[config.mk]
export PLATFORM = sky130hd
export DESIGN_NAME = chan_slice
export DESIGN_NICKNAME = d
export VERILOG_FILES = /design/src/chan_slice.sv
export SDC_FILE = /design/constraint.sdc
export NUM_CORES = 1
export LEC_CHECK = 0
export ABC_AREA = 1
export BUFFER_PORTS_ARGS = -buffer_cell sky130_fd_sc_hd__buf_2
export CAP_MARGIN = 20
export CORE_AREA = 4 4 41 43
export CTS_CLUSTER_SIZE = 30
export DETAILED_ROUTE_END_ITERATION = 10
export DIE_AREA = 0 0 45 47
export GPL_TIMING_DRIVEN = 0
export HOLD_SLACK_MARGIN = 0.06
export PLACE_DENSITY = 0.3
export SETUP_SLACK_MARGIN = 0.02
export SLEW_MARGIN = 5
export SYNTH_ARGS = -nofsm -noshare
export SYNTH_HDL_FRONTEND = slang
export SYNTH_SLANG_ARGS = --single-unit
[constraint.sdc]
create_clock -name mig_clk -period 1.02 [get_ports mig_clk]
set_clock_uncertainty 0.1 [all_clocks]
set_input_delay 0 -clock mig_clk [delete_from_list [all_inputs] [get_ports mig_clk]]
set_output_delay 0 -clock mig_clk [all_outputs]
set_load 0.005 [all_outputs]
[src/chan_slice.sv]
// in_ready_o is registered, so a producer sees one extra entry taken after the output stalls
`timescale 1ns/1ps

module chan_slice #(
   parameter type payload_t = logic
) (
   input  logic     mig_clk,
   input  logic     rst_i,
   input  payload_t in_i,
   input  logic     in_valid_i,
   output logic     in_ready_o,
   output payload_t out_o,
   output logic     out_valid_o,
   input  logic     out_ready_i
);

   payload_t main_q, skid_q;
   logic     main_valid_q, skid_valid_q;
   logic     in_acc;
   logic     out_stall;

   assign in_ready_o  = !skid_valid_q;
   assign in_acc      = in_valid_i && in_ready_o;
   assign out_stall   = main_valid_q && !out_ready_i;
   assign out_o       = main_q;
   assign out_valid_o = main_valid_q;

   always_ff @(posedge mig_clk) begin
      if (rst_i) begin
         main_valid_q <= 1'b0;
         skid_valid_q <= 1'b0;
      end else if (out_stall) begin
         // main is stuck, park the newcomer
         if (in_acc) begin
            skid_valid_q <= 1'b1;
         end
      end else if (skid_valid_q) begin
         main_valid_q <= 1'b1;
         skid_valid_q <= 1'b0;
      end else begin
         main_valid_q <= in_acc;
      end
   end

   always_ff @(posedge mig_clk) begin
      if (in_acc && out_stall) begin
         skid_q <= in_i;
      end
      if (!out_stall) begin
         main_q <= skid_valid_q ? skid_q : in_i;
      end
   end

   a_out_stable: assert property (@(posedge mig_clk) disable iff (rst_i)
      out_stall |=> out_valid_o && $stable(out_o));

endmodule

* Yosys cells after proc, flatten, opt, wreduce, memory -nomap -nowiden
Index checks and enable logic that the tools add are counted.
** Storage, ports and cells
- Register bits :: 4
- Input port bits :: 5
- Output and inout port bits :: 3
- Word-level logic and storage cells :: 13
** Operators by class
- Mux-type cells :: 2
- Bitwise logic cells :: 1
- Reduce and logical (&&, ||, !) cells :: 6
** Operators with widths (number)
- $logic_and A1 B1 Y1 :: 3
- $logic_not A1 Y1 :: 2
- $mux W1 :: 2
- $reduce_or A2 Y1 :: 1
- $not A1 Y1 :: 1

* Logic depth before layout (Yosys ltp)
- Depth in word-level cells :: 4
- Gate-level depth with buffers :: 3
- Mapped depth without buffers :: 3

* Worst setup path after synthesis
No wires, ideal clock.
- Path type :: reg-to-reg
- Start point :: register main_valid_q (netlist: out_valid_o)
- End point :: register skid_q, enable pin
- Setup time :: 298 ps
- Arrival time :: 516 ps
- Data required time :: 622 ps
- Slack :: 106 ps
- Cell stages (with the launch flop) :: 3
- Buffers on the path :: 0
- Clock period less this slack :: 914 ps
- Cells stage by stage :: dfxtp_1 > nand2_1 > nor2_1
** On the way
- Longest elaborated chain between the ends :: 2
** Ends and longest elaborated chain
- from (decl) :: line 18 : logic main_valid_q, skid_valid_q;
- from (signal assigned) :: line 41 : main_valid_q <= in_acc;
- $logic_and A1 B1 Y1 :: line 24 : assign out_stall = main_valid_q && !out_ready_i;
- $logic_and A1 B1 Y1 :: line 46 : if (in_acc && out_stall) begin
- to (signal assigned) :: line 47 : skid_q <= in_i;
- to (decl) :: line 17 : payload_t main_q, skid_q;
No other way between the ends.
A chain may end at the register's enable or synchronous reset.

* Worst setup path in the final report
- Start point :: register skid_valid_q
- End point :: register skid_q, enable pin
** On the way
- Longest elaborated chain between the ends :: 3
** Ends and longest elaborated chain
- from (decl) :: line 18
- from (signal assigned) :: line 31 : skid_valid_q <= 1'b0;
- from (signal assigned) :: line 35 : skid_valid_q <= 1'b1;
- from (signal assigned) :: line 39 : skid_valid_q <= 1'b0;
- $logic_not A1 Y1 :: line 22 : assign in_ready_o = !skid_valid_q;
- $logic_and A1 B1 Y1 :: line 23 : assign in_acc = in_valid_i && in_ready_o;
- $logic_and A1 B1 Y1 :: line 46
No other way between the ends.

==> impl_results.md <==
* CTS root buf: clkbuf_4
* Commonest non-fill, non-tap cell in the layout: buf_2
* Compound-Gate Fraction of Synth Area at 3.23%
* Cells after Synth at 18
* RSZ-0062 raised after global routing: false
* Avg Inst Size Synth at 8.62 µm²
* Worst reg-to-reg setup slack at 90 ps
* CP Cell Sequence: inv_2 -> nand2_1 -> nor2_1
* Placer Congestion at 0.602
* Area Overhead vs Synth at 71.0%
* Mapped Area at 155 µm²
* Seq/Total Area, Yosys at 64.5%
* Placed Area at 209 µm²
* Startpoint Class: flop
* Adder-Cell Fraction of Synth Area at 0%
* Tmin final at 928 ps
* H-tree levels at 1
* Hpwl dp at 286 µm
* Largest net degree at the start of global routing at 5
* Arr. time, crit path at 780 ps
* CP bufs+invs at 1
* Dpl cells at 40
* Worst slack at placement at 79.5 ps
* Placement Rows at 13
* Slew Limit Fails at 0
* Gr ovfl total at 0
* Worst setup path startpoint: skid_valid_q$_SDFFE_PP0P_
* Initial core utilization at 11.9%
* # IOs at 8
* Hold crit path type: in -> reg
* First-pass GRT wire length at 579 µm
* Metal3 WL at 58 µm
* Crit path to: skid_q$_DFFE_PP_
* Die ar. at 2120 µm²
* Metal1 wirelength at 157 µm
* Internal power at 0.000349 W
* Total CTS buffers at 3
* Setup repair bufs after CTS at 0
* RR Startpoint: skid_valid_q$_SDFFE_PP0P_
* Drt via density at 3.51
* Placeable Area at 1300 µm²
* Pwr Density at 1650 nW/µm²
* Synth Register Bits at 4
* CP delay by family, top: flip-flops
* Die height at 47 µm
* 1st-iter DRT viols at 4
* Nets at 38
* Hold_ws at -40.6 ps
* Combinational Power Share at 9.1%
* CP Capture Type: flop
* WP depth at 3
* Hold_buf cts at 3
* Top Metal Used: met4
* Worst path max stage delay at 330 ps
* Antenna cell count at 0
* Worst-margin pin slew at 159 ps
* Crit path kind: reg -> reg
* Setup TNS at 0 ps
* Slew HR at 89.4%
* Final setup violation count at 0
* Leakage power at 0.129 nW
* Final Hold Fails at 3
* Xor and xnor area share after synthesis at 0%
* Chip Width at 45 µm
* Layout Cells excl Fill at 47
* Max-Cap Viols at 0
* Violated checks: negative hold slack
* Resized Gates After CTS at 0
* Required time worst endpoint at 870 ps
* Post-synthesis mux area share at 0%
* Final instance area at 265 µm²
* VDD IR max at 390 µV
* Synthesized net count at 23
* Fmax at 1.08 GHz
* DR WL/cell at 7.55 µm
* CTS sink count at 4
* Worst-path maximum fanout at 4
* Clock-pin slew on the worst setup and hold paths at 40 ps
* Most frequent cells in the layout: 7 x buf_2, 6 x nand2_1, 3 x nor2_1, 3 x clkbuf_4, 3 x dlygate4sd3_1
* Status: finished with violations
* Final period util at 91.0%
* Largest family of logic cells by synthesized area: simple AND/OR/NAND/NOR gates
* Port Buf Inserts at 7
* Initial antenna violation count at 0
* Final WL at 355 µm
* Sw frac at 20.5%
* FF-to-FF End: skid_q$_DFFE_PP_
* DRT Pass-1 Iters at 4
* Post-route DRC at 0
* Vias at 165
* CTS tree: done
* Sequential group share of total power at 41.7%
* Reg2Reg Depth at 3
* Layout cells sized above 1 at 34.4%
* Clock power frac at 49.1%
* Met2 wire len at 135 µm
* Clk Latency, worst-skew pair at 240 ps
* Vias in the first global route at 151
* Antenna Violating Nets Remaining at 0
* Slowest CP cell: dfxtp_1
* Synth Area in Simple Gates at 25.0%
* Gr usage total at 4.90%
* Post-synth cell types at 8
* CTS max path bufs at 2
* NetSw at 0.0000898 W
* Synth warn at 0
* Final setup margin at 92.1 ps
## tightest hold or removal path, delay by kind of cell
kind | cells | cell delay (ps)
buffers and inverters | 2 | 110
AND/OR/NAND/NOR | 2 | 120
## synthesized netlist by cell type
master / count / area share [%]
edfxtp_1: 2 / 39
o21ai_1: 1 / 3.2
nand2_1: 6 / 15
nand3_1: 1 / 3.2
inv_2: 1 / 2.4
dfxtp_1: 2 / 26
nor2_1: 3 / 7.3
inv_1: 2 / 4.8
## metrics by stage
step / utilization, % / power (W) / hold slack (ps)
floorplan: - / 0.000199 / -1.13
global placement: 16.1 / 0.000217 / 107
detailed placement: 16.1 / 0.000218 / 105
CTS: 20.4 / 0.000453 / -48.0
global route: 20.4 / 0.000472 / -32.9
finish: 20.4 / 0.000439 / -40.6
## state kept, by name, indices dropped and copies added, names as in the netlist
signal and count:
skid_valid_q 1, skid_q 1, out_valid_o 1, out_o 1
## layout make-up
cell class / count / area [µm²]
Multi-Input combinational cell: 11 / 43.8
Inverter: 3 / 11.3
Fill cell: 153 / 1040
Sequential cell: 4 / 100
Timing Repair Buffer: 10 / 65.1
Tap cell: 15 / 18.8
Clock buffer: 4 / 26.3
## per-layer routing
metal  global-route usage, %  up-vias
li1                        -       85
met1                    3.87       70
met2                    4.80        8
met3                    6.13        2
met4                    7.02        0
met5                       0        -
## kinds of logic after synthesis
group / after synthesis
simple gates: 10
buf+inv: 3
compound gates: 1
flops: 4
## power groups by stage
stage	clock, W	sequential [W]	combinational, W
2_1_floorplan	0	0.000186	0.0000126
3_3_place_gp	0	0.000186	0.0000314
3_5_place_dp	0	0.000186	0.0000322
4_1_cts	0.000229	0.000183	0.0000410
5_1_grt	0.000243	0.000184	0.0000453
6_report	0.000216	0.000183	0.0000402
## worst min-delay path by stage
stage	start	endpoint	slack (ps)	cells after the start
detailed placement	in_i	skid_q$_DFFE_PP_	100	1
global route	out_ready_i	skid_valid_q$_SDFFE_PP0P_	-30	4
CTS	out_ready_i	skid_valid_q$_SDFFE_PP0P_	-50	4
finish	out_ready_i	skid_valid_q$_SDFFE_PP0P_	-40	4
global placement	in_i	skid_q$_DFFE_PP_	110	1
floorplan	in_i	skid_q$_DFFE_PP_	-1	0
Power figures use the tool's default switching activity.
