`config.mk`:
```
export PLATFORM = sky130hd
export DESIGN_NAME = mem_io_combiner
export DESIGN_NICKNAME = d
export VERILOG_FILES = /design/src/chip_mem_pkg.sv /design/src/mem_io_combiner.sv
export VERILOG_INCLUDE_DIRS = /design/src /design/src/src
export SDC_FILE = /design/constraint.sdc
export NUM_CORES = 1
export LEC_CHECK = 0
export BUFFER_PORTS_ARGS = -buffer_cell sky130_fd_sc_hd__clkbuf_2
export CAP_MARGIN = 25
export CORE_AREA = 10 10 364 366
export DETAILED_ROUTE_END_ITERATION = 12
export DIE_AREA = 0 0 374 376
export PLACE_DENSITY_LB_ADDON = 0.15
export SYNTH_ARGS = -nofsm -noshare
export SYNTH_HDL_FRONTEND = slang
export SYNTH_SLANG_ARGS = --single-unit
```
`constraint.sdc`:
```
create_clock -name mig_clk -period 2.33 [get_ports mig_clk]
set_input_delay 0.5825 -clock mig_clk [delete_from_list [all_inputs] [get_ports mig_clk]]
set_output_delay 0.5825 -clock mig_clk [all_outputs]
set_load 0.03 [all_outputs]
```
`src/chip_mem_consts.svh`:
```
// widths are fixed for a 128-bit line and a 32-bit lite port, and only 12 address bits reach the RAM
`ifndef CHIP_MEM_CONSTS_SVH
`define CHIP_MEM_CONSTS_SVH

// physical address and data widths
`define PADDR_WIDTH      32
`define MEM_DAT_WIDTH    128
`define IO_DAT_WIDTH     32

// caller tag, the RAM side adds one source bit on top
`define MEM_TAG_WIDTH    4
`define RAM_TAG_WIDTH    (`MEM_TAG_WIDTH + 1)

// byte strobes per beat
`define MEM_STRB_WIDTH   (`MEM_DAT_WIDTH / 8)
`define IO_STRB_WIDTH    (`IO_DAT_WIDTH / 8)

// 4 KB of RAM, upper address bits alias
`define BRAM_ADDR_WIDTH  12
`define LINE_OFFSET      4
`define BRAM_LINE_WIDTH  (`BRAM_ADDR_WIDTH - `LINE_OFFSET)

`endif

```
`src/chip_mem_pkg.sv`:
```
// single-beat channel payloads only, burst and AXI side-band fields do not exist here
`include "chip_mem_consts.svh"

package chip_mem_pkg;

   // cached-memory port
   typedef struct packed {
      logic [`PADDR_WIDTH-1:0]    addr;
      logic                       wr;
      logic [`MEM_DAT_WIDTH-1:0]  data;
      logic [`MEM_STRB_WIDTH-1:0] strb;
      logic [`MEM_TAG_WIDTH-1:0]  tag;
   } mem_req_t;

   typedef struct packed {
      logic [`MEM_DAT_WIDTH-1:0]  data;
      logic                       wr;
      logic [`MEM_TAG_WIDTH-1:0]  tag;
   } mem_resp_t;

   // io-lite port
   typedef struct packed {
      logic [`PADDR_WIDTH-1:0]    addr;
      logic                       wr;
      logic [`IO_DAT_WIDTH-1:0]   data;
      logic [`IO_STRB_WIDTH-1:0]  strb;
      logic [`MEM_TAG_WIDTH-1:0]  tag;
   } lite_req_t;

   typedef struct packed {
      logic [`IO_DAT_WIDTH-1:0]   data;
      logic                       wr;
      logic [`MEM_TAG_WIDTH-1:0]  tag;
   } lite_resp_t;

   // after the combiner, tag msb is the source (1 = io)
   typedef struct packed {
      logic [`PADDR_WIDTH-1:0]    addr;
      logic                       wr;
      logic [`MEM_DAT_WIDTH-1:0]  data;
      logic [`MEM_STRB_WIDTH-1:0] strb;
      logic [`RAM_TAG_WIDTH-1:0]  tag;
   } ram_req_t;

   typedef struct packed {
      logic [`MEM_DAT_WIDTH-1:0]  data;
      logic                       wr;
      logic [`RAM_TAG_WIDTH-1:0]  tag;
   } ram_resp_t;

endpackage

```
`src/mem_io_combiner.sv`:
```
// two sources only, and the source bit sits just above the caller tag
`timescale 1ns/1ps
`include "chip_mem_consts.svh"

module mem_io_combiner import chip_mem_pkg::*; (
   input  logic      mig_clk,
   input  logic      rst_i,

   input  mem_req_t  src0_req_i,
   input  logic      src0_req_valid_i,
   output logic      src0_req_ready_o,
   input  mem_req_t  src1_req_i,
   input  logic      src1_req_valid_i,
   output logic      src1_req_ready_o,

   output ram_req_t  ram_req_o,
   output logic      ram_req_valid_o,
   input  logic      ram_req_ready_i,
   input  ram_resp_t ram_resp_i,
   input  logic      ram_resp_valid_i,
   output logic      ram_resp_ready_o,

   output mem_resp_t src0_resp_o,
   output logic      src0_resp_valid_o,
   input  logic      src0_resp_ready_i,
   output mem_resp_t src1_resp_o,
   output logic      src1_resp_valid_o,
   input  logic      src1_resp_ready_i
);

   logic      last_q;
   logic      grant0, grant1;
   mem_req_t  sel_req;
   logic      resp_src;
   mem_resp_t resp_stripped;

   // last winner yields when both wait
   assign grant0 = src0_req_valid_i && (!src1_req_valid_i || last_q);
   assign grant1 = src1_req_valid_i && (!src0_req_valid_i || !last_q);

   assign sel_req          = grant1 ? src1_req_i : src0_req_i;
   assign ram_req_valid_o  = src0_req_valid_i || src1_req_valid_i;
   assign src0_req_ready_o = grant0 && ram_req_ready_i;
   assign src1_req_ready_o = grant1 && ram_req_ready_i;

   always_comb begin
      ram_req_o.addr = sel_req.addr;
      ram_req_o.wr   = sel_req.wr;
      ram_req_o.data = sel_req.data;
      ram_req_o.strb = sel_req.strb;
      ram_req_o.tag  = {grant1, sel_req.tag};
   end

   always_ff @(posedge mig_clk) begin
      if (rst_i) begin
         last_q <= 1'b1;
      end else if (ram_req_valid_o && ram_req_ready_i) begin
         last_q <= grant1;
      end
   end

   // responses go back by source bit
   assign resp_src          = ram_resp_i.tag[`MEM_TAG_WIDTH];
   assign src0_resp_valid_o = ram_resp_valid_i && !resp_src;
   assign src1_resp_valid_o = ram_resp_valid_i && resp_src;
   assign ram_resp_ready_o  = resp_src ? src1_resp_ready_i : src0_resp_ready_i;

   always_comb begin
      resp_stripped.data = ram_resp_i.data;
      resp_stripped.wr   = ram_resp_i.wr;
      resp_stripped.tag  = ram_resp_i.tag[`MEM_TAG_WIDTH-1:0];
   end

   assign src0_resp_o = resp_stripped;
   assign src1_resp_o = resp_stripped;

   a_one_accept: assert property (@(posedge mig_clk) disable iff (rst_i)
      !(src0_req_valid_i && src0_req_ready_o && src1_req_valid_i && src1_req_ready_o));

endmodule

```
# After elaboration in Yosys (flattened, before gate mapping)
# Index checks and enable logic that the tools add are counted.
# word_totals
output_inout_bits,454
word_cells,17
inputBits,504
ff_bits,1
# classes
mux,2
reduce_logical,14
# op_table
operator,n
181-bit 2-to-1 mux,1
1-bit logical AND,7
1-bit zero test,4
1-bit logical OR,3
1-bit 2-to-1 mux,1

# Depth between registers and ports, before layout
# depth
word_depth,4
depth_mapped,4
mapped_depth_nobuf,2

# Least setup slack after synthesis
# OpenSTA, ideal clock, no wires.
# synth_path
path_type,input to output
from,in src1_req_valid_i
to,out ram_req_o[157] (netlist name)
setup_slack_ps,169
cell_stages,4
arrival_ps,1579
cell_sequence,a21boi_4 buf_8 buf_12 mux2_1
# synth_lines
item,line,source
from (decl),mem_io_combiner.sv:13,"input logic src1_req_valid_i,"
to (decl),mem_io_combiner.sv:16,"output ram_req_t ram_req_o,"

==> out/metrics.yaml <==
job:
  cap_violations: 0
die:
  io_pins: 958
  placeableCoreArea_um2: 125000
  start_util: 0.0404
  die_y_um: 376
  die_area_um2: 141000
  dieWidth_um: 374
  rows: 130
setup_path:
  path_class: "in2out"
  end_kind: "output pin"
  startpoint: "src0_req_valid_i"
  cp-start-kind: "primary input"
  reg2reg_depth: 2
  r2r-start: "last_q$_SDFFE_PP1P_"
  cp.arrival_ps: 1920
  cp_data_required_time_ps: 1750
  r2r_slack_ps: 1400
  cp_max_fo: 14
  reg2reg_to: "last_q$_SDFFE_PP1P_"
  crit_path_end: "ram_req_o[143]"
sta:
  period_minus_slack_ps: 2500
  rsz0062_at_grt: "yes"
  setup_viol_count_final: 170
  worst_pin_slew_ps: 230
  max_freq_mhz: 400
  slew_headroom: 0.846
  drv_slew: 0
  finClkSkew_ps: 0
  setup_ws_ps: -170
  hold_viol_final: 0
  timing.final.crit_share: 1.07
synthesis:
  synth_top_family_by_area: "multiplexers"
  synth.distinct_cells: 14
  netlist_area_um2: 5050
  synthMuxAreaShare: 0.510
  avgSynthCellArea_um2: 10.5
  synth_xor_area_frac: 0
  ys_ff_latch: 1
  yosys.area_share.adder: 0
  syn_inst: 479
  syn_nets: 983
  synth_simple_gate_area_frac: 0.00768
  synth-seq-area-share: 0.00396
  synth_compound_area_frac: 0.00570
  ys_warn_count: 0
pwr:
  p_int_mw: 1.28
  p_comb_frac: 0.992
  power.share.switching: 0.484
  p_per_area_nw_per_um2: 263
  leakage_nw: 4.36
  p_switching_mw: 1.20
  ir_worst_vdd_mv: 0.0851
  power_mw: 2.48
  clock_power_share: 0
  p_seq_frac: 0.008
routing:
  dr.pass1.iters: 4
  routed_wl_um: 45100
  drc: 0
  wl_per_cell_um: 18.4
  drt_iter0_drc: 117
  drtAntennaViolNets: 0
  num_vias: 4735
  viasPerCell: 1.93
final_layout:
  regArea_um2: 20.0
  largest_reg_flops: 1
  final_common_cell: "clkbuf_2"
  fin_util: 0.0754
  nNetsFinal: 1306
  nFillCells: 14700
  area_growth_pct: 86.7
  final_cell_mix: "clkbuf_2, mux2_4, buf_6"
  reg.largest.list: "last_q x1"
  multi_input_area_um2: 2710
  layout-drive-gt1-share: 0.989
  top_register: "last_q"
placement:
  gp_congestion: 0.773
  hpwlAfterDp_um: 41500
  place.port_buffers: 558
  dpl_worst_slack_ps: -200
grt:
  grt.total_usage: 0.0557
  grt_remaining_overflow: 0
  grt_max_degree: 25
  grt_pass1_wl_um: 53600
  antenna_found_initial: 33
  grt_pass1_vias: 5168
clock_tree:
  clk_pin_slew_ps: 0
  insertion_delay_ps: 0
run_status:
  violations: "negative setup slack"
  status: "finished with violations"
min_path:
  hold_class: "reg2reg"
power groups by stage:
stage	logic (mW)	registers [mW]	clock network (mW)
after CTS	2.15	0.0211	0
after global placement	2.03	0.0212	0
after detailed placement	2.03	0.0210	0
after global routing	2.59	0.0212	0.0000000575
after floorplan	2.11	0.0201	0
final	2.46	0.0210	0.000000413
cell usage after synthesis:
master | n | area [µm²]
nand2_1 | 1 | 3.75
dfxtp_1 | 1 | 20.0
mux2_1 | 1 | 11.3
a221o_1 | 1 | 10.0
mux2_2 | 41 | 462
buf_8 | 1 | 15.0
a21boi_4 | 1 | 18.8
mux2_4 | 140 | 2100
and2_1 | 2 | 12.5
buf_4 | 268 | 2010
nor2b_1 | 2 | 12.5
or2_2 | 1 | 6.26
buf_12 | 18 | 360
nor2_1 | 1 | 3.75
what timing repair did:
action                     in CTS  in global routing
gates cloned                    0                 10
setup endpoints to repair     174                179
buffers inserted                1                 10
hold buffers                    0                  0
resized for setup              98                443
routing by layer:
layer  wire [µm]  vias to the layer above  GRT usage
li1            -                     2002          -
met1       17500                     2074     0.0619
met2       20600                      584     0.0898
met3        6390                       65     0.0396
met4         471                       10    0.00231
met5         195                        -    0.00720
stage by stage:
step	cell area (µm²)	setup TNS (ps)	instances	hold slack, ps
after floorplan	5050	0	479	543
after detailed placement	7960	-24980	2430	645
after global routing	9410	-24260	2451	678
after CTS	8340	-24500	2431	646
after global placement	7960	-23360	2430	653
final	9430	-18290	2457	640
how the worst min path moves through the flow:
stage	start	to	slack (ps)	cells past startpoint
6_report	last_q$_SDFFE_PP1P_	last_q$_SDFFE_PP1P_	640	1
2_1_floorplan	last_q$_SDFFE_PP1P_	last_q$_SDFFE_PP1P_	540	1
3_5_place_dp	last_q$_SDFFE_PP1P_	last_q$_SDFFE_PP1P_	650	1
4_1_cts	last_q$_SDFFE_PP1P_	last_q$_SDFFE_PP1P_	650	1
5_1_grt	last_q$_SDFFE_PP1P_	last_q$_SDFFE_PP1P_	680	1
3_3_place_gp	last_q$_SDFFE_PP1P_	last_q$_SDFFE_PP1P_	650	1
logic make-up after synthesis:
kind of cell           after synthesis
AO/OA/AOI/OAI                        2
buffers and inverters              287
flip-flops                           1
multiplexers                       182
AND/OR/NAND/NOR                      7
final cells by class:
class / instances / share of cell area
repair buffers: 608 / 0.489
multi-input cells: 191 / 0.288
well taps: 1650 / 0.219
flip-flops and latches: 1 / 0.00212
diodes: 7 / 0.00186
critical path, stage by stage:
cell and delay, ps:
buf_8 100, a21boi_4 210, buf_12 140, buf_16 160
buf_6 150, mux2_2 350, clkbuf_4 190
Note: power is estimated with default switching activity, not from simulation.
