### src/chip_mem_consts.svh
// widths are fixed for a 128-bit line and a 32-bit lite port, and only 12 address bits reach the RAM
`ifndef CHIP_MEM_CONSTS_SVH
`define CHIP_MEM_CONSTS_SVH

// physical address and data widths
`define PADDR_WIDTH      32
`define MEM_DAT_WIDTH    128
`define IO_DAT_WIDTH     32

// caller tag, the RAM side adds one source bit on top
`define MEM_TAG_WIDTH    4
`define RAM_TAG_WIDTH    (`MEM_TAG_WIDTH + 1)

// byte strobes per beat
`define MEM_STRB_WIDTH   (`MEM_DAT_WIDTH / 8)
`define IO_STRB_WIDTH    (`IO_DAT_WIDTH / 8)

// 4 KB of RAM, upper address bits alias
`define BRAM_ADDR_WIDTH  12
`define LINE_OFFSET      4
`define BRAM_LINE_WIDTH  (`BRAM_ADDR_WIDTH - `LINE_OFFSET)

`endif

### src/chip_mem_pkg.sv
// single-beat channel payloads only, burst and AXI side-band fields do not exist here
`include "chip_mem_consts.svh"

package chip_mem_pkg;

   // cached-memory port
   typedef struct packed {
      logic [`PADDR_WIDTH-1:0]    addr;
      logic                       wr;
      logic [`MEM_DAT_WIDTH-1:0]  data;
      logic [`MEM_STRB_WIDTH-1:0] strb;
      logic [`MEM_TAG_WIDTH-1:0]  tag;
   } mem_req_t;

   typedef struct packed {
      logic [`MEM_DAT_WIDTH-1:0]  data;
      logic                       wr;
      logic [`MEM_TAG_WIDTH-1:0]  tag;
   } mem_resp_t;

   // io-lite port
   typedef struct packed {
      logic [`PADDR_WIDTH-1:0]    addr;
      logic                       wr;
      logic [`IO_DAT_WIDTH-1:0]   data;
      logic [`IO_STRB_WIDTH-1:0]  strb;
      logic [`MEM_TAG_WIDTH-1:0]  tag;
   } lite_req_t;

   typedef struct packed {
      logic [`IO_DAT_WIDTH-1:0]   data;
      logic                       wr;
      logic [`MEM_TAG_WIDTH-1:0]  tag;
   } lite_resp_t;

   // after the combiner, tag msb is the source (1 = io)
   typedef struct packed {
      logic [`PADDR_WIDTH-1:0]    addr;
      logic                       wr;
      logic [`MEM_DAT_WIDTH-1:0]  data;
      logic [`MEM_STRB_WIDTH-1:0] strb;
      logic [`RAM_TAG_WIDTH-1:0]  tag;
   } ram_req_t;

   typedef struct packed {
      logic [`MEM_DAT_WIDTH-1:0]  data;
      logic                       wr;
      logic [`RAM_TAG_WIDTH-1:0]  tag;
   } ram_resp_t;

endpackage

### src/lite_widen_bridge.sv
// one io request in flight at a time, and the lane comes from address bits 3:2 only
`timescale 1ns/1ps
`include "chip_mem_consts.svh"

module lite_widen_bridge import chip_mem_pkg::*; (
   input  logic       mig_clk,
   input  logic       rst_i,

   input  lite_req_t  lite_req_i,
   input  logic       lite_req_valid_i,
   output logic       lite_req_ready_o,
   output lite_resp_t lite_resp_o,
   output logic       lite_resp_valid_o,
   input  logic       lite_resp_ready_i,

   output mem_req_t   full_req_o,
   output logic       full_req_valid_o,
   input  logic       full_req_ready_i,
   input  mem_resp_t  full_resp_i,
   input  logic       full_resp_valid_i,
   output logic       full_resp_ready_o
);

   localparam int LANE_LSB = $clog2(`IO_STRB_WIDTH);
   localparam int LANE_W   = `LINE_OFFSET - LANE_LSB;

   logic              pending_q;
   logic [LANE_W-1:0] lane_q;
   logic [LANE_W-1:0] req_lane;
   logic              req_acc;
   logic              resp_acc;

   assign req_lane = lite_req_i.addr[`LINE_OFFSET-1:LANE_LSB];

   // no new request until the last one has answered
   assign full_req_valid_o = lite_req_valid_i && !pending_q;
   assign lite_req_ready_o = full_req_ready_i && !pending_q;
   assign req_acc          = lite_req_valid_i && lite_req_ready_o;

   always_comb begin
      full_req_o.addr = lite_req_i.addr;
      full_req_o.wr   = lite_req_i.wr;
      full_req_o.data = {{(`MEM_DAT_WIDTH - `IO_DAT_WIDTH){1'b0}}, lite_req_i.data}
                        << (req_lane * `IO_DAT_WIDTH);
      full_req_o.strb = {{(`MEM_STRB_WIDTH - `IO_STRB_WIDTH){1'b0}}, lite_req_i.strb}
                        << (req_lane * `IO_STRB_WIDTH);
      full_req_o.tag  = lite_req_i.tag;
   end

   // narrow the returning line to the recorded lane
   assign lite_resp_valid_o = full_resp_valid_i;
   assign full_resp_ready_o = lite_resp_ready_i;
   assign resp_acc          = full_resp_valid_i && full_resp_ready_o;

   always_comb begin
      lite_resp_o.data = full_resp_i.data[lane_q * `IO_DAT_WIDTH +: `IO_DAT_WIDTH];
      lite_resp_o.wr   = full_resp_i.wr;
      lite_resp_o.tag  = full_resp_i.tag;
   end

   always_ff @(posedge mig_clk) begin
      if (rst_i) begin
         pending_q <= 1'b0;
      end else if (req_acc) begin
         pending_q <= 1'b1;
      end else if (resp_acc) begin
         pending_q <= 1'b0;
      end
   end

   always_ff @(posedge mig_clk) begin
      if (req_acc) begin
         lane_q <= req_lane;
      end
   end

   // an io response without a request behind it means the source bit went astray
   a_resp_pending: assert property (@(posedge mig_clk) disable iff (rst_i)
      full_resp_valid_i |-> pending_q);

endmodule

### config.mk
export PLATFORM = sky130hd
export DESIGN_NAME = lite_widen_bridge
export DESIGN_NICKNAME = d
export VERILOG_FILES = /design/src/chip_mem_pkg.sv /design/src/lite_widen_bridge.sv
export VERILOG_INCLUDE_DIRS = /design/src /design/src/src
export SDC_FILE = /design/constraint.sdc
export NUM_CORES = 1
export LEC_CHECK = 0
export ABC_AREA = 0
export BUFFER_PORTS_ARGS = -buffer_cell sky130_fd_sc_hd__buf_2
export CAP_MARGIN = 20
export CORE_AREA = 5 5 165 167
export DETAILED_ROUTE_END_ITERATION = 12
export DIE_AREA = 0 0 170 172
export SYNTH_ARGS = -nofsm -noshare
export SYNTH_HDL_FRONTEND = slang
export SYNTH_SLANG_ARGS = --single-unit
### constraint.sdc
create_clock -name mig_clk -period 1.6 [get_ports mig_clk]
set_clock_uncertainty 0.05 [all_clocks]
set_input_delay 0.16 -clock mig_clk [delete_from_list [all_inputs] [get_ports mig_clk]]
set_output_delay 0.16 -clock mig_clk [all_outputs]
set_load 0.03 [all_outputs]
# Yosys cells after proc, flatten, opt, wreduce, memory -nomap -nowiden
# Cells that the tools add are included.
# word_totals
register_bits	3
input_bits	212
output_inout_bits	222
word_cells	13
# op_classes
shifts	3
n_mux	2
n_reduce_logical	6
# ops
op	count
variable part select 128 x 8 -> 32 bit	1
left shift 32 x 7 -> 128 bit	1
left shift 4 x 4 -> 16 bit	1
logical AND 1 bit	4
two-way mux 1 bit	2
nonzero test 2 bit	1
zero test 1 bit	1

# Logic depth before layout (Yosys ltp)
# Gate-level depths: netlist of the first run.
# depth
ltp_word	4
ltp_mapped	3
ltp_nobuf	2

# Least setup slack after synthesis of the first run
# Ideal clock, no wire load.
# synth_path
path_type	flip-flop to output port
start	reg lane_q[0]
end	out lite_resp_o[10] (netlist bit)
arrival_ns	1.202
t_required_ns	1.390
setup_slack_ns	0.188
stages_incl_launch_ff	4
path_buffers	2
path_cell_list	edfxtp_1 -> buf_6 -> buf_12 -> mux4_2
# synth_rtl
element	line	rtl
start, declared	lite_widen_bridge.sv:28	logic [LANE_W-1:0] lane_q;
start signal, assigned	lite_widen_bridge.sv:73	lane_q <= req_lane;
end, declared	lite_widen_bridge.sv:12	output lite_resp_t lite_resp_o,

==> results of run 1 <==
[logic make-up (layout without fill, tap and decap cells)]
family,Yosys count,after routing,synth area share (%)
mux,32,32,32.2
compound gates,2,2,0.609
buf+inv,68,377,21.7
flops,3,3,3.54
other cells,0,4,0
simple gates,151,151,41.9
[power groups by stage]
stage / registers (mW) / logic (mW) / clock network (mW)
floorplan: 0.0915 / 0.995 / 0
CTS: 0.0917 / 1.58 / 0.406
global placement: 0.0920 / 1.47 / 0
detailed placement: 0.0922 / 1.46 / 0
global route: 0.0924 / 1.66 / 0.419
finish: 0.0917 / 1.57 / 0.398
[layout by cell type (no fill, tap or decap), drive strengths merged]
master  instances
and3b           1
and2b           1
nor3b           1
buf           373
diode           4
clkbuf          4
nand2           1
a21oi           1
nor2            2
dfxtp           1
a311oi          1
mux4           32
and3           36
edfxtp          2
nor2b           3
and2          106
[worst paths after layout]
check,to,slack [ps],cells after the start
worst max-delay path,lite_resp_o[27],-270,4
worst min-delay path,pending_q,50,2
worst max register to register,lane_q[0],630,2
worst min register to register,pending_q,450,1
[final cells by class]
class	instances	share of cell area, %
multi-input combinational	185	36.8
antenna	4	0.219
timing repair buffer	373	50.3
sequential	3	1.75
tap	335	9.18
clock buffer	4	1.73
[repair_timing]
item	4_1_cts	5_1_grt
buffers inserted	1	0
endpoints found under the setup margin	32	32
cloned	2	0
pin swaps	0	0
hold buffers	0	0
gates resized for setup	65	0
[flip-flops by register name (all words and copies together) (netlist names)]
signal and cells:
lane_q 2, pending_q 1
[per-layer routing]
metal,share of wire (%),vias up
met5,0,-
met4,2.1,0
met3,15,19
met2,45,322
met1,38,1538
li1,-,1468
[critical path, cell delays in order (launching register included)]
cell	delay (ps)
edfxtp_1	400
buf_12	190
buf_6	120
mux4_2	530
buf_6	170
==> results_tabular.tex, run 1 <==
\begin{tabular}{lr}
\hline
Metric & Value \\
\hline
\multicolumn{2}{l}{\textbf{Run status}} \\
\quad Result of the run & finished, violations left \\
\quad Violations in the final reports & setup timing \\
\multicolumn{2}{l}{\textbf{Logic synthesis}} \\
\quad Post-synthesis cell type with the largest combined area & mux4\_2 \\
\quad Main synth FF type & edfxtp\_1 \\
\quad Gate count of the mapped netlist & about 260 \\
\quad Flop and latch count out of synthesis & 3 \\
\quad Most used standard cell by instance count after synthesis & and2\_1 \\
\quad Sequential cell area fraction in the yosys report & under 10\% \\
\quad Mean post-synth cell area & 8.83 sq um \\
\quad Async SR Flop Fraction & 0\% \\
\quad Yosys warning count & 0 \\
\quad Top post-synthesis cells by area & mux4\_2 (30\%), and2\_1 (29\%), buf\_4 (15\%) \\
\quad EDFF count, synth & 2 \\
\quad Post-synth design cell area & between 0.002 and 0.0025 sq mm \\
\quad Synthesized Nets & 468 \\
\quad Number of unique standard cell types used by synthesis & 22 \\
\quad Share of the synthesized area in the top cell type & $\sim$30\% \\
\quad Most frequent cells after synthesis & and2\_1 (106), buf\_4 (44), and3\_1 (36), mux4\_2 (30), buf\_2 (10) \\
\multicolumn{2}{l}{\textbf{Timing}} \\
\quad Transition time at the pin with the least slew margin & between 150 and 200 ps \\
\quad Max Freq & 0.535 GHz \\
\quad Final min period & between 1500 and 2000 ps \\
\quad Final hold slack & 49.7 ps \\
\quad Tightest slew margin relative to the limit & roughly 87\% \\
\quad Final max-slew violation count & 0 \\
\quad Setup repair after global routing missed its margin & true \\
\quad Setup WS post-layout & -270 ps \\
\quad Final hold violation count & 0 \\
\quad Total negative slack for setup checks & -6900 ps \\
\quad Part of the cycle the worst path needs & 117\% \\
\quad Final-report setup violation count & 32 \\
\multicolumn{2}{l}{\textbf{GRT}} \\
\quad Most used routing layer in global routing & met2 \\
\quad Grt met1 use & around an eighth \\
\quad GR Layer Usage met2 & between 10\% and 20\% \\
\quad Met3 usage in global routing & 5.30\% \\
\quad First-pass GRT wire length & 22800 microns \\
\quad Total routing resource utilization after global routing & a little over a tenth \\
\quad Vias in the first global route & approximately 3400 \\
\quad Global-route congestion overflow total & 0 \\
\quad Pin count of the biggest net entering global routing & 41 \\
\quad Initial antenna violation count & 3 \\
\multicolumn{2}{l}{\textbf{Detailed routing}} \\
\quad First-pass DRT Iterations & 4 \\
\quad Count of routing violations after the opening detailed-route iteration & 97 \\
\quad Average wire length per cell after detail routing & approximately 19 microns \\
\quad Antenna-violating nets left & 0 \\
\quad DR DRC count & 0 \\
\quad Routed WL & 17200 microns \\
\quad Detailed-route vias per instance & $\sim$3.7 \\
\quad Via total after detailed routing & between 3000 and 4000 \\
\multicolumn{2}{l}{\textbf{Cells and area}} \\
\quad Final layout net count & between 700 and 800 \\
\quad Fillers & between 2000 and 3000 \\
\quad Growth of design area from synthesis to finish & 102\% \\
\quad Post-Route Utilization & approximately 18\% \\
\quad Cell area after layout & between 0.004 and 0.005 sq mm \\
\quad Combined area of the multi-input logic cells & between 0.0015 and 0.002 sq mm \\
\quad Fraction of layout cells with a size suffix above 1 & between 70\% and 80\% \\
\quad Area taken by flip-flops and latches & 80.1 sq um \\
\quad Number of cells in the finished layout apart from fillers & $\sim$900 \\
\multicolumn{2}{l}{\textbf{Clock tree}} \\
\quad Insertion delay of the later-clocked pin in the worst-skew pair & approximately 220 ps \\
\quad Clock buffers created by TritonCTS & 3 \\
\quad CTS max path bufs & 2 \\
\quad Root Buffer Master & clkbuf\_16 \\
\quad CTS clock-pin slew for the worst setup and hold paths & 30 ps \\
\quad CTS H-Tree Depth & 1 \\
\quad CTS tree & done \\
\quad Count of clock tree sinks & 3 \\
\multicolumn{2}{l}{\textbf{Pwr}} \\
\quad Net switching component of the power & 0.989 mW \\
\quad Comb power frac & between 70 and 80\% \\
\quad Total chip power & slightly above 2 mW \\
\quad Sw Share & between 40\% and 50\% \\
\quad Power per standard cell area & $\sim$450 mW/mm\^{}2 \\
\quad Leakage power of the design & roughly 2.6 nW \\
\quad Int Pwr & between 1 and 1.5 mW \\
\quad Clock Power Share & roughly a fifth \\
\quad IR Drop Worst-Case VDD & approximately 310 uV \\
\quad Register share of total power & 4.5\% \\
\multicolumn{2}{l}{\textbf{Floorplan}} \\
\quad Row cnt & about 60 \\
\quad Vert. Die Dim & 172 microns \\
\quad CORE AREA & around 0.026 sq mm \\
\quad Initial Util & slightly below 9\% \\
\quad Die Width & between 150 and 200 microns \\
\quad Die Footprint & 0.0292 sq mm \\
\quad Top-level I/O count & around 430 \\
\multicolumn{2}{l}{\textbf{Worst setup path}} \\
\quad Launching instance or port of the critical path & lane\_q[0] \\
\quad Nature of the critical path endpoint & primary output \\
\quad Worst setup path category & reg -> out \\
\quad Biggest fanout along the worst timing path & 14 \\
\quad Data arrival time at the worst-slack endpoint & roughly 1700 ps \\
\quad Worst Path Required & around 1400 ps \\
\quad Start of the worst register-to-register path & pending\_q \\
\quad Worst Setup Start Kind & flop \\
\multicolumn{2}{l}{\textbf{Place}} \\
\quad Last weighted congestion value of the routability-driven placer & between 0.8 and 0.9 \\
\quad Input/output buffers & 353 \\
\quad Worst slack after detailed placement & -99.2 ps \\
\quad \# placed instances & between 800 and 900 \\
\quad Placed standard-cell area & around 0.0042 sq mm \\
\quad Placed wire-length estimate after detailed placement & $\sim$14000 microns \\
\multicolumn{2}{l}{\textbf{Hold path}} \\
\quad Startpoint of the lowest-slack hold path & rst\_i \\
\quad Worst hold-check path type & in -> reg \\
\multicolumn{2}{l}{\textbf{Flow run}} \\
\quad Max\_cap viols & 0 \\
\hline
\end{tabular}
No activity file was read; power rests on OpenSTA's default activity.
==> run 2: changes to the inputs <==
--- a/config.mk
+++ b/config.mk
@@ -6,12 +6,12 @@
 export SDC_FILE = /design/constraint.sdc
 export NUM_CORES = 1
 export LEC_CHECK = 0
-export ABC_AREA = 0
+export ABC_AREA = 1
 export BUFFER_PORTS_ARGS = -buffer_cell sky130_fd_sc_hd__buf_2
 export CAP_MARGIN = 20
-export CORE_AREA = 5 5 165 167
+export CORE_AREA = 5 5 166 168
 export DETAILED_ROUTE_END_ITERATION = 12
-export DIE_AREA = 0 0 170 172
+export DIE_AREA = 0 0 171 173
 export SYNTH_ARGS = -nofsm -noshare
 export SYNTH_HDL_FRONTEND = slang
 export SYNTH_SLANG_ARGS = --single-unit
==> run 2 against run 1 <==
Against the previous run:
- the flow still finishes with violations (setup timing)
- final cell count grew 41%
- global-route usage is 1.1 points higher
- critical endpoint is now lite_resp_o[14]
- worst setup slack improved by 210 ps
- die area increased by 1.2%
- sequential cell count unchanged
- largest power group unchanged
- area after synthesis increased by 39%
- register-to-register slack gained 70 ps
- maximum frequency is 12% higher
- design area rose by 29%
- clock-buffer cell count unchanged
- routed wire length is 14% higher
==> results_tabular.tex, run 2 <==
\begin{tabular}{lr}
\hline
Metric & Value \\
\hline
\multicolumn{2}{l}{\textbf{Run status}} \\
\quad Result of the run & finished, violations left \\
\quad Violations in the final reports & setup timing \\
\multicolumn{2}{l}{\textbf{GRT}} \\
\quad Pin count of the biggest net entering global routing & 41 (unchanged) \\
\quad Total routing resource utilization after global routing & 11.6\% (+1.1 points) \\
\quad Global-route congestion overflow total & 0 (unchanged) \\
\quad Initial antenna violation count & 7 (+4) \\
\quad First-pass GRT wire length & 27500 microns (+21\%) \\
\quad Vias in the first global route & 4993 (+46\%) \\
\multicolumn{2}{l}{\textbf{Worst setup path}} \\
\quad Worst Path Required & 1390 ps (about the same) \\
\quad Worst setup path category & reg -> out \\
\quad Data arrival time at the worst-slack endpoint & 1450 ps (-210 ps) \\
\quad Minimum setup slack among reg-to-reg paths & 700 ps (+70 ps) \\
\quad Biggest fanout along the worst timing path & 7 (-7) \\
\quad Worst Setup Start Kind & flop \\
\quad Nature of the critical path endpoint & primary output \\
\multicolumn{2}{l}{\textbf{Flow run}} \\
\quad Max\_cap viols & 0 (unchanged) \\
\multicolumn{2}{l}{\textbf{Timing}} \\
\quad Final min period & 1660 ps (-207 ps) \\
\quad Final max-slew violation count & 0 (unchanged) \\
\quad Transition time at the pin with the least slew margin & 444 ps (+246 ps) \\
\quad Tightest slew margin relative to the limit & 70.4\% (-16 points) \\
\quad Final hold slack & 35.4 ps (-14.3 ps) \\
\quad Setup WS post-layout & -62.4 ps (+207 ps) \\
\quad Final-report setup violation count & 29 (-9.4\%) \\
\quad Part of the cycle the worst path needs & 104\% (-13 points) \\
\quad Setup repair after global routing missed its margin & true \\
\quad Final hold violation count & 0 (unchanged) \\
\quad Total negative slack for setup checks & -1150 ps (+5750 ps) \\
\quad Max Freq & 0.602 GHz (+12\%) \\
\multicolumn{2}{l}{\textbf{Logic synthesis}} \\
\quad Sequential cell area fraction in the yosys report & 2.54\% (-1.0 points) \\
\quad Post-synthesis cell type with the largest combined area & nor3\_1 \\
\quad Mean post-synth cell area & 4.90 sq um (-44\%) \\
\quad Main synth FF type & edfxtp\_1 \\
\quad Async SR Flop Fraction & 0\% (unchanged) \\
\quad Post-synth design cell area & 0.00315 sq mm (+39\%) \\
\quad Most frequent cells after synthesis & inv\_1 (169), nand2\_1 (162), nor3\_1 (135), nand3\_1 (65), buf\_4 (53) \\
\quad Synthesized Nets & 855 (+83\%) \\
\quad Number of unique standard cell types used by synthesis & 14 (-36\%) \\
\quad Flop and latch count out of synthesis & 3 (unchanged) \\
\quad Gate count of the mapped netlist & 643 (+150\%) \\
\quad Yosys warning count & 0 (unchanged) \\
\quad Top post-synthesis cells by area & nor3\_1 (21\%), inv\_1 (20\%), nand2\_1 (19\%) \\
\quad Share of the synthesized area in the top cell type & 21.4\% (-8.5 points) \\
\quad Most used standard cell by instance count after synthesis & inv\_1 \\
\quad EDFF count, synth & 2 (unchanged) \\
\multicolumn{2}{l}{\textbf{Floorplan}} \\
\quad Initial Util & 12.2\% (+3.4 points) \\
\quad Die Footprint & 0.0296 sq mm (+1.2\%) \\
\quad Die Width & 171 microns (+0.59\%) \\
\quad Row cnt & 59 (unchanged) \\
\quad Vert. Die Dim & 173 microns (+0.58\%) \\
\quad Top-level I/O count & 434 (unchanged) \\
\quad CORE AREA & 0.0258 sq mm (+0.58\%) \\
\multicolumn{2}{l}{\textbf{Place}} \\
\quad \# placed instances & 1261 (+41\%) \\
\quad Input/output buffers & 353 (unchanged) \\
\quad Placed wire-length estimate after detailed placement & 14500 microns (+0.22\%) \\
\quad Last weighted congestion value of the routability-driven placer & 0.824 (-6.8\%) \\
\multicolumn{2}{l}{\textbf{Cells and area}} \\
\quad Leading cell type in the layout, fill and taps excluded & buf\_2 \\
\quad Max FFs per register & 2 (unchanged) \\
\quad Final layout net count & 1155 (+48\%) \\
\quad Fillers & 2935 (+1.3\%) \\
\quad Regs by FF count & lane\_q x2, pending\_q x1 \\
\quad Number of cells in the finished layout apart from fillers & 1277 (+41\%) \\
\quad Fraction of layout cells with a size suffix above 1 & 52.4\% (-20 points) \\
\quad Growth of design area from synthesis to finish & 86.4\% \\
\quad Largest register by flop count & lane\_q \\
\quad Post-Route Utilization & 22.8\% (+5.0 points) \\
\quad Number of antenna repair diodes & 0 (-4) \\
\quad Commonest cells after routing, fill and taps aside & buf\_2 (323), inv\_1 (168), nor3\_1 (135), nand2\_1 (104), nand2\_2 (42) \\
\multicolumn{2}{l}{\textbf{Clock tree}} \\
\quad CTS clock-pin slew for the worst setup and hold paths & 30 ps (about the same) \\
\quad Count of clock tree sinks & 3 (unchanged) \\
\quad CTS max path bufs & 2 (unchanged) \\
\quad Root Buffer Master & clkbuf\_16 \\
\quad CTS tree & done \\
\quad Clock buffers created by TritonCTS & 3 (unchanged) \\
\quad Insertion delay of the later-clocked pin in the worst-skew pair & 230 ps (about the same) \\
\quad CTS H-Tree Depth & 1 (unchanged) \\
\quad Hold buffers post-CTS & 0 (unchanged) \\
\multicolumn{2}{l}{\textbf{Detailed routing}} \\
\quad Via total after detailed routing & 5162 (+54\%) \\
\quad First-pass DRT Iterations & 5 (+1) \\
\quad Routed WL & 19600 microns (+14\%) \\
\quad Count of routing violations after the opening detailed-route iteration & 213 (+120\%) \\
\quad Average wire length per cell after detail routing & 15.3 microns (-19\%) \\
\quad Detailed-route vias per instance & 4.04 (+9.2\%) \\
\quad Antenna-violating nets left & 0 (unchanged) \\
\quad DR DRC count & 0 (unchanged) \\
\multicolumn{2}{l}{\textbf{Pwr}} \\
\quad Leakage power of the design & 3.76 nW (+45\%) \\
\quad IR Drop Worst-Case VDD & 193 uV (-38\%) \\
\quad Power per standard cell area & 389 mW/mm\^{}2 (-13\%) \\
\multicolumn{2}{l}{\textbf{Hold path}} \\
\quad Worst hold-check path type & in -> reg \\
\hline
\end{tabular}
## run 2: worst max-delay path: stages (launching register included)
cell      delay (ps)
edfxtp_1         400
buf_12           160
buf_12           140
buf_16           160
nand2_2           60
nand3_2           70
nand2_2           80
buf_6            130
## run 2: final timing paths
path | start | to | cells after the start
max reg2reg | pending_q | lane_q[1] | 3
max | lane_q[0] | lite_resp_o[14] | 7
min | rst_i | pending_q | 2
min reg2reg | pending_q | pending_q | 2
## run 2: per-layer routing
metal  track usage [%]  part of all wire (%)  vias to the layer above
met5              1.00                  0.20                        -
met4              2.91                   3.1                        2
met3              3.68                    13                       54
met2              20.9                    48                      402
met1              13.1                    35                     2212
li1                  -                     -                     2492
## run 2: kinds of logic (layout without fill, tap and decap cells)
| kind of cell | Yosys count | in the layout | share of synthesized area [%] |
|---|---|---|---|
| compound gates | 1 | 1 | 0.159 |
| buf+inv | 266 | 565 | 43.2 |
| flops | 3 | 3 | 2.54 |
| simple gates | 373 | 373 | 54.1 |
## run 2: repair_timing
| action | CTS | global route |
|---|---|---|
| cloned | 8 | 1 |
| setup endpoints to repair | 30 | 32 |
| buffers inserted | 3 | 0 |
| pin swaps | 34 | 33 |
| gates resized for setup | 118 | 61 |
## run 2: report_power, final
| part | leakage [nW] | switching, mW | internal (mW) |
|---|---|---|---|
| Combinational | 3.69 | 1.12 | 0.671 |
| Clock | 0.0382 | 0.0725 | 0.329 |
| Sequential | 0.0269 | 0.00345 | 0.0878 |
## run 2: cell type report
type | instances | area, sq um | share of cell area, %
tap | 335 | 419 | 7.13
sequential | 3 | 80.1 | 1.36
inverter | 172 | 658 | 11.2
clock buffer | 4 | 78.8 | 1.34
multi-input combinational | 374 | 2090 | 35.6
timing repair buffer | 389 | 2550 | 43.4
## run 2: stage by stage
stage / area, sq um / setup slack (ps) / power [mW]
final: 5880 / -62.4 / 2.29
after global routing: 5880 / -119 / 2.43
after CTS: 5620 / -56.6 / 2.24
after detailed placement: 4920 / 120 / 1.61
after global placement: 4920 / 116 / 1.61
after floorplan: 3150 / 188 / 1.27
==> run 3: changes to the inputs <==
--- a/config.mk
+++ b/config.mk
@@ -6,12 +6,12 @@
 export SDC_FILE = /design/constraint.sdc
 export NUM_CORES = 1
 export LEC_CHECK = 0
-export ABC_AREA = 1
 export BUFFER_PORTS_ARGS = -buffer_cell sky130_fd_sc_hd__buf_2
 export CAP_MARGIN = 20
-export CORE_AREA = 5 5 166 168
+export CORE_AREA = 5 5 165 167
 export DETAILED_ROUTE_END_ITERATION = 12
-export DIE_AREA = 0 0 171 173
+export DIE_AREA = 0 0 170 172
+export PLACE_DENSITY = 0.4
 export SYNTH_ARGS = -nofsm -noshare
 export SYNTH_HDL_FRONTEND = slang
 export SYNTH_SLANG_ARGS = --single-unit
==> run 3 against run 2 <==
Against the previous run:
- the run still ends with setup timing left
- hold slack better by 11 ps
- worst setup slack got worse by 170 ps
- total power shrank 13%
- critical path depth fell by 3
- largest power group unchanged
==> results_tabular.tex, run 3 (synthesis gave the netlist of run 1 again) <==
\begin{tabular}{lr}
\hline
Metric & Value \\
\hline
\multicolumn{2}{l}{\textbf{Place}} \\
\quad Input/output buffers & 353 (unchanged) \\
\quad \# placed instances & 894 (-29\%) \\
\quad Placed wire-length estimate after detailed placement & 14100 microns (-2.6\%) \\
\quad Last weighted congestion value of the routability-driven placer & 0.806 (-2.2\%) \\
\multicolumn{2}{l}{\textbf{Worst setup path}} \\
\quad Worst Path Required & 1390 ps (about the same) \\
\quad Worst setup path category & reg -> out \\
\quad Worst Setup Start Kind & flop \\
\quad Data arrival time at the worst-slack endpoint & 1620 ps (+170 ps) \\
\quad Nature of the critical path endpoint & primary output \\
\quad Biggest fanout along the worst timing path & 9 (+2) \\
\quad Worst reg-to-reg path cell count & 2 (-1) \\
\multicolumn{2}{l}{\textbf{Clock tree}} \\
\quad CTS clock-pin slew for the worst setup and hold paths & 30 ps (about the same) \\
\quad Root Buffer Master & clkbuf\_16 \\
\quad Count of clock tree sinks & 3 (unchanged) \\
\quad CTS max path bufs & 2 (unchanged) \\
\quad Hold buffers post-CTS & 0 (unchanged) \\
\quad CTS tree & done \\
\quad Insertion delay of the later-clocked pin in the worst-skew pair & 220 ps (about the same) \\
\quad CTS H-Tree Depth & 1 (unchanged) \\
\quad Clock buffers created by TritonCTS & 3 (unchanged) \\
\multicolumn{2}{l}{\textbf{GRT}} \\
\quad Total routing resource utilization after global routing & 9.92\% (-1.7 points) \\
\quad Met3 usage in global routing & 4.07\% (+0.39 points) \\
\quad Grt met1 use & 11.8\% (-1.3 points) \\
\quad Vias in the first global route & 3447 (-31\%) \\
\quad First-pass GRT wire length & 22000 microns (-20\%) \\
\quad Initial antenna violation count & 3 (-4) \\
\quad Most used routing layer in global routing & met2 \\
\quad Global-route congestion overflow total & 0 (unchanged) \\
\quad GR Layer Usage met2 & 17.5\% (-3.4 points) \\
\quad Pin count of the biggest net entering global routing & 36 (-12\%) \\
\multicolumn{2}{l}{\textbf{Detailed routing}} \\
\quad Detailed-route vias per instance & 3.60 (-11\%) \\
\quad Routed WL & 16300 microns (-17\%) \\
\quad First-pass DRT Iterations & 4 (-1) \\
\quad Average wire length per cell after detail routing & 18.1 microns (+18\%) \\
\quad Count of routing violations after the opening detailed-route iteration & 100 (-53\%) \\
\quad Via total after detailed routing & 3236 (-37\%) \\
\quad DR DRC count & 0 (unchanged) \\
\quad Antenna-violating nets left & 0 (unchanged) \\
\multicolumn{2}{l}{\textbf{Flow run}} \\
\quad Max\_cap viols & 0 (unchanged) \\
\multicolumn{2}{l}{\textbf{Pwr}} \\
\quad Leakage power of the design & 2.57 nW (-32\%) \\
\quad Power per standard cell area & 444 mW/mm\^{}2 (+14\%) \\
\quad IR Drop Worst-Case VDD & 207 uV (+7.0\%) \\
\quad Total chip power & 1.99 mW (-13\%) \\
\multicolumn{2}{l}{\textbf{Timing}} \\
\quad Final-report setup violation count & 32 (+10\%) \\
\quad Transition time at the pin with the least slew margin & 249 ps (-195 ps) \\
\quad Setup repair after global routing missed its margin & true \\
\quad Final hold violation count & 0 (unchanged) \\
\quad Max Freq & 0.545 GHz (-9.3\%) \\
\quad Final max-slew violation count & 0 (unchanged) \\
\quad Tightest slew margin relative to the limit & 83.4\% (+13 points) \\
\quad Final min period & 1830 ps (+171 ps) \\
\quad Setup WS post-layout & -233 ps (-171 ps) \\
\quad Part of the cycle the worst path needs & 115\% (+11 points) \\
\multicolumn{2}{l}{\textbf{Cells and area}} \\
\quad Max FFs per register & 2 (unchanged) \\
\quad Fraction of layout cells with a size suffix above 1 & 72.6\% (+20 points) \\
\quad Largest register by flop count & lane\_q \\
\quad Number of cells in the finished layout apart from fillers & 900 (-30\%) \\
\quad Fillers & 2892 (-1.5\%) \\
\quad Final layout net count & 778 (-33\%) \\
\quad Number of antenna repair diodes & 0 (unchanged) \\
\quad Combined area of the multi-input logic cells & 0.00168 sq mm (-20\%) \\
\quad Area taken by flip-flops and latches & 80.1 sq um (unchanged) \\
\quad Leading cell type in the layout, fill and taps excluded & buf\_2 \\
\quad Regs by FF count & lane\_q x2, pending\_q x1 \\
\quad Commonest cells after routing, fill and taps aside & buf\_2 (321), and2\_1 (106), and3\_1 (36), buf\_6 (35), mux4\_2 (32) \\
\quad Growth of design area from synthesis to finish & 98.1\% \\
\multicolumn{2}{l}{\textbf{Floorplan}} \\
\quad CORE AREA & 0.0256 sq mm (-0.57\%) \\
\quad Row cnt & 59 (unchanged) \\
\quad Top-level I/O count & 434 (unchanged) \\
\quad Initial Util & 8.82\% (-3.4 points) \\
\quad Die Footprint & 0.0292 sq mm (-1.2\%) \\
\quad Die Width & 170 microns (-0.58\%) \\
\quad Vert. Die Dim & 172 microns (-0.58\%) \\
\multicolumn{2}{l}{\textbf{Hold path}} \\
\quad Worst hold-check path type & in -> reg \\
\quad Worst hold path depth & 2 (unchanged) \\
\multicolumn{2}{l}{\textbf{Run status}} \\
\quad Violations in the final reports & setup timing \\
\quad Result of the run & finished, violations left \\
\hline
\end{tabular}
==> run 3: changes by cell type in the layout (fill, tap and decap cells not counted), moves of 16 or more <==
cell,before,now
inv_1,168,0
nand2_4,16,0
nand3_2,31,0
and2_1,0,106
nor3_1,135,0
and3_1,0,36
nand2_2,42,0
nand2_1,104,1
nand3_1,34,0
mux4_2,0,32
==> run 3: path summary, 6_finish.rpt <==
path	to	start	slack (ps)
hold reg to reg	pending_q	pending_q	570
hold / removal	pending_q	rst_i	50
setup reg to reg	lane_q[0]	pending_q	570
setup / recovery	lite_resp_o[17]	lane_q[0]	-230
==> run 3: power by group <==
group / total [mW] / leakage, nW / internal [mW] / switching (mW)
logic: 1.50 / 2.50 / 0.622 / 0.876
clock network: 0.397 / 0.0382 / 0.329 / 0.0679
registers: 0.0915 / 0.0269 / 0.0880 / 0.00351
total: 1.99 / 2.57 / 1.04 / 0.948
==> run 3: area by class of cell <==
type	count	share of cell area, %
timing repair buffer	373	49.5
multi-input combinational	185	37.6
tap	335	9.37
sequential	3	1.79
clock buffer	4	1.76
==> run 3: per-layer routing <==
| layer | up-vias | part of all wire, % |
|---|---|---|
| met3 | 8 | 14 |
| met1 | 1475 | 38 |
| met5 | - | 0.21 |
| met2 | 284 | 48 |
| li1 | 1463 | - |
| met4 | 6 | 0.21 |
==> run 3: stage by stage <==
stage	setup TNS [ps]	util [%]	hold slack [ps]	area (sq um)	worst slack, ps
2_1_floorplan	0	-	188	2260	188
3_3_place_gp	-340	16.3	270	4180	-38.3
3_5_place_dp	-471	16.3	270	4180	-46.6
4_1_cts	-6950	17.5	45.3	4500	-277
5_1_grt	-7600	17.5	52.4	4480	-280
6_report	-5870	17.5	46.2	4480	-233
==> run 3: repair_timing <==
| action | 4_1_cts | 5_1_grt |
|---|---|---|
| hold endpoints to repair | 0 | 0 |
| setup buffers | 1 | 1 |
| cloned | 1 | 0 |
| pin swaps | 0 | 0 |
| gates resized for setup | 69 | 0 |
| setup endpoints to repair | 32 | 32 |
==> run 3: worst max-delay path: stages (launching register included) <==
cell,delay [ps]
edfxtp_1,390
buf_12,170
buf_4,130
mux4_2,530
buf_6,160
